===== config.mk =====
export PLATFORM = sky130hd
export DESIGN_NAME = cart_loader_top
export DESIGN_NICKNAME = d
export VERILOG_FILES = /design/src/design/cart_pkg.sv /design/src/design/backup_pkg.sv /design/src/design/load_stream_if.sv /design/src/design/backup_sequencer.sv /design/src/design/cart_loader_top.sv /design/src/design/cheat_code_assembler.sv /design/src/design/download_decoder.sv /design/src/design/rom_header_parser.sv
export SDC_FILE = /design/constraint.sdc
export NUM_CORES = 1
export LEC_CHECK = 0
export BUFFER_PORTS_ARGS = -buffer_cell sky130_fd_sc_hd__buf_2
export CORE_ASPECT_RATIO = 0.7
export CORE_MARGIN = 4
export CORE_UTILIZATION = 50
export CTS_CLUSTER_DIAMETER = 30
export DETAILED_ROUTE_END_ITERATION = 8
export GPL_TIMING_DRIVEN = 0
export PLACE_DENSITY = 0.79
export SETUP_SLACK_MARGIN = 0.02
export SLEW_MARGIN = 20
export SYNTH_ARGS = -nofsm -noshare
export SYNTH_HDL_FRONTEND = slang
export SYNTH_SLANG_ARGS = --single-unit

===== constraint.sdc =====
create_clock -name clk_sys -period 4.1 [get_ports clk_sys]
set_input_delay 0.82 -clock clk_sys [delete_from_list [all_inputs] [get_ports clk_sys]]
set_output_delay 0.82 -clock clk_sys [all_outputs]
set_load 0.05 [all_outputs]

===== src/design/cart_pkg.sv =====
/* Cartridge loading definitions: stream widths, ROM header locations,
   header and region option encodings, cheat code size */
package cart_pkg;

	localparam int ADDR_W = 25;
	localparam int WORD_W = 16;
	localparam int MASK_W = 24;
	localparam int CODE_W = 128;

	// Host stream index that carries cheat files
	localparam logic [7:0] CODE_INDEX = 8'hFF;

	// ======================================================================
	// ROM header
	// ======================================================================

	// Copier header placed in front of the image
	localparam logic [ADDR_W-1:0] HDR_COPIER_OFS = 25'h000200;

	// Size word of the internal header, RAM size follows 2 bytes later
	localparam logic [ADDR_W-1:0] HDR_LO_ADDR   = 25'h007FD6 + HDR_COPIER_OFS;
	localparam logic [ADDR_W-1:0] HDR_HI_ADDR   = 25'h00FFD6 + HDR_COPIER_OFS;
	localparam logic [ADDR_W-1:0] HDR_EXHI_ADDR = 25'h40FFD6 + HDR_COPIER_OFS;

	localparam logic [3:0] DEFAULT_ROM_SIZE = 4'hC;

	typedef enum logic [2:0] {
		HDR_AUTO    = 3'd0,
		HDR_NONE    = 3'd1,
		HDR_LOROM   = 3'd2,
		HDR_HIROM   = 3'd3,
		HDR_EXHIROM = 3'd4
	} hdr_mode_t;

	typedef enum logic [1:0] {
		REGION_AUTO = 2'd0,
		REGION_NTSC = 2'd1,
		REGION_PAL  = 2'd2
	} region_sel_t;

	// Mapper codes seen by the console core
	typedef enum logic [7:0] {
		ROM_LO   = 8'h00,
		ROM_HI   = 8'h01,
		ROM_EXHI = 8'h02
	} rom_type_t;

endpackage


===== src/design/backup_pkg.sv =====
/* Backup RAM sector sequencer definitions: sector size, sector number
   width and the transfer states */
package backup_pkg;

	// 512-byte sectors
	localparam int SECTOR_SHIFT = 9;

	// Save RAM mask bits above one sector
	localparam int LBA_W = cart_pkg::MASK_W - SECTOR_SHIFT;

	typedef enum logic [1:0] {
		BK_IDLE     = 2'd0,
		BK_REQUEST  = 2'd1,
		BK_TRANSFER = 2'd2
	} bk_state_t;

endpackage


===== src/design/load_stream_if.sv =====
/* Decoded download stream, driven by the download decoder and read by
   the header parser, the cheat assembler and the backup sequencer */
interface load_stream_if import cart_pkg::*; ();

	// Word strobes, one cycle each
	logic              cart_wr;
	logic              code_wr;
	logic [ADDR_W-1:0] addr;
	logic [WORD_W-1:0] data;

	// Cartridge download level and its edges
	logic              cart_active;
	logic              cart_start;
	logic              cart_end;

	modport source (
		output cart_wr, code_wr, addr, data, cart_active, cart_start, cart_end
	);

	modport header_sink (
		input cart_wr, addr, data, cart_active
	);

	modport code_sink (
		input code_wr, addr, data, cart_active, cart_start, cart_end
	);

endinterface


===== src/design/backup_sequencer.sv =====
/* Loads and saves backup RAM one 512-byte sector at a time through the
   image host, with an automatic load after each cartridge download */
module backup_sequencer import cart_pkg::*, backup_pkg::*; (
	input  logic              clk_sys,
	input  logic              RESET,
	load_stream_if.code_sink  stream,
	input  logic [MASK_W-1:0] ram_mask,
	input  logic              img_mounted,
	input  logic              img_readonly,
	input  logic [63:0]       img_size,
	input  logic              load_req,
	input  logic              save_req,
	input  logic              sd_ack,
	output logic [LBA_W-1:0]  sd_lba,
	output logic              sd_rd,
	output logic              sd_wr,
	output logic              bk_busy,
	output logic              core_hold
);

	bk_state_t        state;
	logic             bk_ena;
	logic             bk_loading;
	logic             load_q;
	logic             load_qq;
	logic             save_q;
	logic             save_qq;
	logic             ack_q;
	logic             ack_rise;
	logic             ack_fall;
	logic             start_load;
	logic             start_save;
	logic [LBA_W-1:0] last_lba;

	assign last_lba   = ram_mask[MASK_W-1:SECTOR_SHIFT];
	assign ack_rise   = sd_ack & ~ack_q;
	assign ack_fall   = ~sd_ack & ack_q;
	// Auto load wins over a user request in the same cycle
	assign start_load = (stream.cart_end & (|img_size) & bk_ena) |
		(bk_ena & load_q & ~load_qq);
	assign start_save = bk_ena & save_q & ~save_qq & ~start_load;

	assign bk_busy   = (state != BK_IDLE);
	assign core_hold = RESET | stream.cart_active | bk_loading;

	always_ff @(posedge clk_sys) begin
		if (RESET) begin
			load_q  <= 1'b0;
			load_qq <= 1'b0;
			save_q  <= 1'b0;
			save_qq <= 1'b0;
			ack_q   <= 1'b0;
			bk_ena  <= 1'b0;
		end else begin
			load_q  <= load_req;
			load_qq <= load_q;
			save_q  <= save_req;
			save_qq <= save_q;
			ack_q   <= sd_ack;
			if (stream.cart_start) begin
				bk_ena <= 1'b0;
			end
			// Save image is mounted while the cartridge loads
			if (stream.cart_active && img_mounted && !img_readonly) begin
				bk_ena <= |ram_mask;
			end
		end
	end

	// ======================================================================
	// Sector FSM
	// ======================================================================

	always_ff @(posedge clk_sys) begin
		if (RESET) begin
			state      <= BK_IDLE;
			bk_loading <= 1'b0;
			sd_lba     <= '0;
			sd_rd      <= 1'b0;
			sd_wr      <= 1'b0;
		end else begin
			case (state)
				BK_IDLE: begin
					if (start_load || start_save) begin
						state      <= BK_REQUEST;
						bk_loading <= start_load;
						sd_lba     <= '0;
						sd_rd      <= start_load;
						sd_wr      <= start_save;
					end
				end
				BK_REQUEST: begin
					if (ack_rise) begin
						state <= BK_TRANSFER;
						sd_rd <= 1'b0;
						sd_wr <= 1'b0;
					end
				end
				BK_TRANSFER: begin
					// Host releases ack once the sector is moved
					if (ack_fall) begin
						if (sd_lba >= last_lba) begin
							state      <= BK_IDLE;
							bk_loading <= 1'b0;
						end else begin
							state  <= BK_REQUEST;
							sd_lba <= sd_lba + LBA_W'(1);
							sd_rd  <= bk_loading;
							sd_wr  <= ~bk_loading;
						end
					end
				end
				default: state <= BK_IDLE;
			endcase
		end
	end

	assert property (@(posedge clk_sys) disable iff (RESET) !(sd_rd && sd_wr))
		else $error("sector read and write requested together");

	assert property (@(posedge clk_sys) disable iff (RESET)
		(state == BK_IDLE) |-> !(sd_rd || sd_wr))
		else $error("sector request raised while idle");

endmodule


===== src/design/cart_loader_top.sv =====
/* Cartridge loading path: download decoding, header parsing, cheat code
   assembly and backup RAM sequencing, with plain ports toward the host */
module cart_loader_top import cart_pkg::*, backup_pkg::*; (
	input  logic              clk_sys,
	input  logic              RESET,
	input  logic              dl_active,
	input  logic [7:0]        dl_index,
	input  logic              dl_wr,
	input  logic [ADDR_W-1:0] dl_addr,
	input  logic [WORD_W-1:0] dl_data,
	input  hdr_mode_t         hdr_mode,
	input  region_sel_t       region_sel,
	input  logic              img_mounted,
	input  logic              img_readonly,
	input  logic [63:0]       img_size,
	input  logic              load_req,
	input  logic              save_req,
	input  logic              sd_ack,
	output rom_type_t         rom_type,
	output logic [MASK_W-1:0] rom_mask,
	output logic [MASK_W-1:0] ram_mask,
	output logic              pal,
	output logic [CODE_W-1:0] code,
	output logic              code_valid,
	output logic              code_clear,
	output logic [LBA_W-1:0]  sd_lba,
	output logic              sd_rd,
	output logic              sd_wr,
	output logic              bk_busy,
	output logic              core_hold
);

	load_stream_if stream ();

	download_decoder u_decoder (
		.clk_sys   (clk_sys),
		.RESET     (RESET),
		.dl_active (dl_active),
		.dl_index  (dl_index),
		.dl_wr     (dl_wr),
		.dl_addr   (dl_addr),
		.dl_data   (dl_data),
		.stream    (stream.source)
	);

	rom_header_parser u_parser (
		.clk_sys    (clk_sys),
		.RESET      (RESET),
		.hdr_mode   (hdr_mode),
		.region_sel (region_sel),
		.stream     (stream.header_sink),
		.rom_type   (rom_type),
		.rom_mask   (rom_mask),
		.ram_mask   (ram_mask),
		.pal        (pal)
	);

	cheat_code_assembler u_cheats (
		.clk_sys    (clk_sys),
		.RESET      (RESET),
		.stream     (stream.code_sink),
		.code       (code),
		.code_valid (code_valid),
		.code_clear (code_clear)
	);

	// Save RAM size comes from the parsed header
	backup_sequencer u_backup (
		.clk_sys      (clk_sys),
		.RESET        (RESET),
		.stream       (stream.code_sink),
		.ram_mask     (ram_mask),
		.img_mounted  (img_mounted),
		.img_readonly (img_readonly),
		.img_size     (img_size),
		.load_req     (load_req),
		.save_req     (save_req),
		.sd_ack       (sd_ack),
		.sd_lba       (sd_lba),
		.sd_rd        (sd_rd),
		.sd_wr        (sd_wr),
		.bk_busy      (bk_busy),
		.core_hold    (core_hold)
	);

endmodule


===== src/design/cheat_code_assembler.sv =====
/* Collects eight cheat stream words into one replace code and marks
   it valid on the last word; also flags when the code list restarts */
module cheat_code_assembler import cart_pkg::*; (
	input  logic              clk_sys,
	input  logic              RESET,
	load_stream_if.code_sink  stream,
	output logic [CODE_W-1:0] code,
	output logic              code_valid,
	output logic              code_clear
);

	logic [2:0] word_idx;
	logic [6:0] word_lsb;
	logic       word_wr;
	logic       last_word;

	// Layout {flags, address, compare, replace}, 32 bits each, big-endian
	// values with the bottom word first in the file
	assign word_idx  = stream.addr[3:1];
	assign word_lsb  = {~word_idx[2:1], word_idx[0], 4'b0000};
	assign word_wr   = stream.code_wr & ~stream.addr[0];
	assign last_word = (stream.addr[3:0] == 4'd14);

	always_ff @(posedge clk_sys) begin
		if (word_wr) begin
			code[word_lsb +: WORD_W] <= stream.data;
		end
	end

	always_ff @(posedge clk_sys) begin
		if (RESET) begin
			code_valid <= 1'b0;
			code_clear <= 1'b0;
		end else begin
			code_valid <= word_wr & last_word;
			// New cartridge or a cheat file from its first byte
			code_clear <= stream.cart_start | (stream.code_wr & (stream.addr == '0));
		end
	end

	// Codes are 16 bytes apart, so completions never run back to back
	assert property (@(posedge clk_sys) disable iff (RESET)
		code_valid |=> !code_valid)
		else $error("code_valid held for two cycles");

endmodule


===== src/design/download_decoder.sv =====
/* Registers the host download stream and splits it into cartridge and
   cheat traffic, with start and end pulses for a cartridge download */
module download_decoder import cart_pkg::*; (
	input  logic              clk_sys,
	input  logic              RESET,
	input  logic              dl_active,
	input  logic [7:0]        dl_index,
	input  logic              dl_wr,
	input  logic [ADDR_W-1:0] dl_addr,
	input  logic [WORD_W-1:0] dl_data,
	load_stream_if.source     stream
);

	logic is_code;
	logic cart_dl;

	assign is_code = (dl_index == CODE_INDEX);
	assign cart_dl = dl_active & ~is_code;

	// Strobes and download level, cart_active doubles as the previous level
	always_ff @(posedge clk_sys) begin
		if (RESET) begin
			stream.cart_wr     <= 1'b0;
			stream.code_wr     <= 1'b0;
			stream.cart_active <= 1'b0;
			stream.cart_start  <= 1'b0;
			stream.cart_end    <= 1'b0;
		end else begin
			stream.cart_wr     <= dl_wr & cart_dl;
			stream.code_wr     <= dl_wr & dl_active & is_code;
			stream.cart_active <= cart_dl;
			stream.cart_start  <= cart_dl & ~stream.cart_active;
			stream.cart_end    <= ~cart_dl & stream.cart_active;
		end
	end

	// Word payload, held between writes
	always_ff @(posedge clk_sys) begin
		if (dl_wr) begin
			stream.addr <= dl_addr;
			stream.data <= dl_data;
		end
	end

	// A word goes to exactly one consumer
	assert property (@(posedge clk_sys) disable iff (RESET)
		!(stream.cart_wr && stream.code_wr))
		else $error("cartridge and cheat strobes high together");

endmodule


===== src/design/rom_header_parser.sv =====
/* Reads the cartridge stream for mapper type, ROM and save RAM sizes
   and region, and turns the sizes into address masks for the core */
module rom_header_parser import cart_pkg::*; (
	input  logic               clk_sys,
	input  logic               RESET,
	input  hdr_mode_t          hdr_mode,
	input  region_sel_t        region_sel,
	load_stream_if.header_sink stream,
	output rom_type_t          rom_type,
	output logic [MASK_W-1:0]  rom_mask,
	output logic [MASK_W-1:0]  ram_mask,
	output logic               pal
);

	logic [3:0]        rom_size;
	logic [3:0]        ram_size;
	logic              rom_region;
	logic              hdr_used;
	logic [ADDR_W-1:0] size_addr;

	// Size code n covers 1 KiB << n
	function automatic logic [MASK_W-1:0] size_to_mask(input logic [3:0] size);
		return (MASK_W'(1024) << size) - MASK_W'(1);
	endfunction

	// Internal header location for the forced mapper modes
	always_comb begin
		hdr_used  = 1'b1;
		size_addr = HDR_LO_ADDR;
		case (hdr_mode)
			HDR_HIROM:   size_addr = HDR_HI_ADDR;
			HDR_EXHIROM: size_addr = HDR_EXHI_ADDR;
			HDR_LOROM:   size_addr = HDR_LO_ADDR;
			default:     hdr_used  = 1'b0;
		endcase
	end

	// ======================================================================
	// Header fields
	// ======================================================================

	always_ff @(posedge clk_sys) begin
		if (RESET) begin
			rom_size   <= DEFAULT_ROM_SIZE;
			ram_size   <= 4'h0;
			rom_type   <= ROM_LO;
			rom_region <= 1'b0;
		end else if (stream.cart_wr) begin
			if (stream.addr == '0) begin
				rom_size <= DEFAULT_ROM_SIZE;
				ram_size <= 4'h0;
				// Loader prefix word: {type, ram size, rom size}
				if (hdr_mode == HDR_AUTO && stream.data[7:0] != 8'h00) begin
					{ram_size, rom_size} <= stream.data[7:0];
				end
				case (hdr_mode)
					HDR_AUTO:    rom_type <= rom_type_t'(stream.data[15:8]);
					HDR_HIROM:   rom_type <= ROM_HI;
					HDR_EXHIROM: rom_type <= ROM_EXHI;
					default:     rom_type <= ROM_LO;
				endcase
			end

			if (stream.addr == ADDR_W'(2)) begin
				rom_region <= stream.data[8];
			end

			if (hdr_used) begin
				if (stream.addr == size_addr) begin
					rom_size <= stream.data[11:8];
				end
				if (stream.addr == size_addr + ADDR_W'(2)) begin
					ram_size <= stream.data[3:0];
				end
			end
		end
	end

	// Masks trail the size registers by one cycle
	always_ff @(posedge clk_sys) begin
		rom_mask <= size_to_mask(rom_size);
		ram_mask <= (ram_size != 4'h0) ? size_to_mask(ram_size) : '0;
	end

	// Region is only switched outside a download
	always_ff @(posedge clk_sys) begin
		if (RESET) begin
			pal <= 1'b0;
		end else if (!stream.cart_active) begin
			if (region_sel == REGION_AUTO) begin
				pal <= rom_region;
			end else begin
				pal <= (region_sel == REGION_PAL);
			end
		end
	end

endmodule


==> impl_metrics.toml <==
[logic_synthesis]
synth-edff-count = 169
ys.flop_type = "edfxtp_1"
yosys_warnings = 0
yosys.cell_types.count = 58
synthCells = 883
synth_area_um2 = 10400
ys_async_sr_fraction_pct = 0
yosys_register_bits = 249
ys_seq_area_share_pct = 64.21
avgSynthCellArea_um2 = 11.78

[timing]
tightest_slew_ns = 0.9147
fin_skew_ns = 0.02967
post-route-period-util_pct = 91.10
relSlewSlack_pct = 39.02
setup_violations = 0
fmax_mhz = 267.7
rsz0062_at_grt = "false"
holdWs_ns = 0.4469
fin_crit_ns = 3.735
final_hold_viol_count = 0
maxSlewViolCount = 0
fin_setup_tns_ns = 0

[flow_run]
drv_cap = 0

[cts]
cts_tree = "done"
cts_inserted_buffers = 35
htreeDepth = 2
clock_sinks = 249
clk_latency_ns = 0.51
clk_pin_slew_worst_paths_ns = 0.06
clockBufferDepth = 3
cts_root_buf = "clkbuf_16"

[floorplanning]
die_area_um2 = 23200
fp.dieH_um = 128.7
core_um2 = 20120
initial_core_util_pct = 51.67
die_w_um = 180.4
rows = 43
io_pins = 333

[placed_design]
port_buffers = 321
place.gp.congestion = 0.9056
dpl.hpwl_um = 21610

[final_layout]
finalNetCount = 1410
mostFrequentLayoutCells = "325 x buf_2, 169 x edfxtp_1, 80 x and2_1, 80 x dfxtp_1, 76 x nor2_1"
drive_above_1_share_pct = 33.52
final_common_cell = "buf_2"
utilization_pct = 67.83
area_growth_pct = 31.28
antenna_cells = 0

[power]
power_per_cell_area_nw_per_um2 = 454.8
irDropWorstVdd_v = 0.0003409
cellLeakagePower_nw = 5.242

[detailed_routing]
dr.pass1.iters = 5
ant_nets = 0
vias_per_cell = 5.381
drt_wl_total_um = 29500
dr_total_vias = 8341
drc = 0
drt_iter0_markers = 784
wl_per_cell_um = 19.03

[critical_path]
start_kind = "flop"
worst_path_most_repeated_cell = "clkbuf_1"
cp-end-kind = "flop"
path_cells = "clkbuf_2 -> inv_1 -> ha_1 -> ha_1 -> clkbuf_1 -> o21ai_0 -> or2_2 -> clkbuf_1 -> nor3_2 -> clkbuf_1 -> and2_1"
worstPathArrival_ns = 4.11
required_ns = 4.47
max_stage_delay_ns = 0.42
cp_slowest_cell = "nor3_2"
path_max_fanout = 10
crit_type = "reg2reg"

[global_route]
grt_pass1_wl_um = 43890
grt_max_degree = 43
grt_usage_pct = 24.37
grt_pass1_vias = 7788
grt_overflow = 0
antenna_found_initial = 2

[min_path]
min_path_type = "reg2reg"

[status]
run_status = "finished clean"
==> per-layer routing <==
| metal | wire [um] | track usage [%] |
|---|---|---|
| met1 | 12450 | 35.12 |
| met2 | 12960 | 36.41 |
| met3 | 3651 | 7.658 |
| met4 | 429 | 6.000 |
| met5 | 11 | 0 |
==> worst max-delay path: cells and delay by family, from the launching register on <==
family	cells	cell delay [ns]
AOI/OAI and AO/OA	1	0.33
adders and majority gates	2	0.51
DFF	1	0.40
buffers and inverters	5	1.40
and+or+nand+nor	3	0.97
==> cells by family (layout without fill, tap and decap cells) <==
family	Yosys count	after routing	synth area share [%]
other cells	1	10	0.03607
compound gates	123	123	7.473
xor+xnor	6	6	0.5054
buf+inv	94	482	4.200
simple gates	373	373	19.30
fa+ha+maj	28	28	3.369
flops	249	249	64.21
mux	9	9	0.9025
==> what timing repair did <==
action	in CTS	in global routing
pin swaps	0	1
resized for setup	3	5
buffers inserted	0	2
hold buffers	0	0
endpoints found under the setup margin	17	42
==> registers in the layout (all words and copies together) (netlist names), 2 cells and up <==
signal	flops
u_cheats.code	128
u_decoder.stream.addr	25
u_decoder.stream.data	16
u_backup.sd_lba	15
u_parser.ram_mask	15
u_parser.rom_mask	14
u_parser.rom_type	8
u_parser.ram_size	4
u_parser.rom_size	4
u_backup.state	2
==> cell usage after synthesis, types with 11 or more instances <==
library cell / n / share of area, %
nor2b_1: 14 / 0.84
nand4_1: 11 / 0.66
and2_1: 82 / 4.9
edfxtp_1: 169 / 49
nor2_1: 79 / 2.9
ha_1: 28 / 3.4
dfxtp_1: 80 / 15
a21oi_1: 49 / 2.4
inv_1: 35 / 1.3
nor4_1: 26 / 1.6
nand2_1: 53 / 1.9
clkbuf_1: 32 / 1.2
and3_1: 28 / 1.7
nand3_1: 21 / 1.0
nor3_1: 18 / 0.87
buf_4: 19 / 1.4
o21ai_0: 30 / 1.4
==> final timing paths <==
path / from / endpoint / slack [ns] / cells after the start
setup reg to reg: u_decoder.stream.addr[1] / u_cheats.code[33] / 0.36 / 11
setup / recovery: u_decoder.stream.addr[1] / u_cheats.code[33] / 0.36 / 11
hold / removal: u_parser.rom_size[2] / u_parser.rom_mask[13] / 0.45 / 1
hold reg to reg: u_parser.rom_size[2] / u_parser.rom_mask[13] / 0.45 / 1
==> stage by stage <==
stage	instance area, um^2	setup WS, ns	power (mW)	instances
after detailed placement	12430	-0.2419	3.208	1486
after global placement	12380	-0.1703	3.195	1483
after CTS	13620	0.1122	6.231	1548
after global routing	13650	0.08041	6.416	1550
final	13650	0.3648	6.208	1550
after floorplan	10430	0.8682	3.024	892
==> where the power goes <==
group / switching (mW) / internal (mW) / total (mW) / leakage, nW
sequential: 0.0644 / 2.72 / 2.79 / 1.95
combinational: 0.250 / 0.137 / 0.387 / 2.71
clock: 1.12 / 1.92 / 3.03 / 0.580
==> area by class of cell <==
class / instances / area (um^2)
flip-flops and latches: 249 / 6676
fillers: 1551 / 6472
multi-input cells: 549 / 3362
repair buffers: 326 / 1652
clock buffers: 40 / 894.6
well taps: 270 / 337.8
plain buffers: 57 / 299.0
clock inverters: 22 / 289.0
inverters: 37 / 138.9
(Power assumes the default switching activity.)
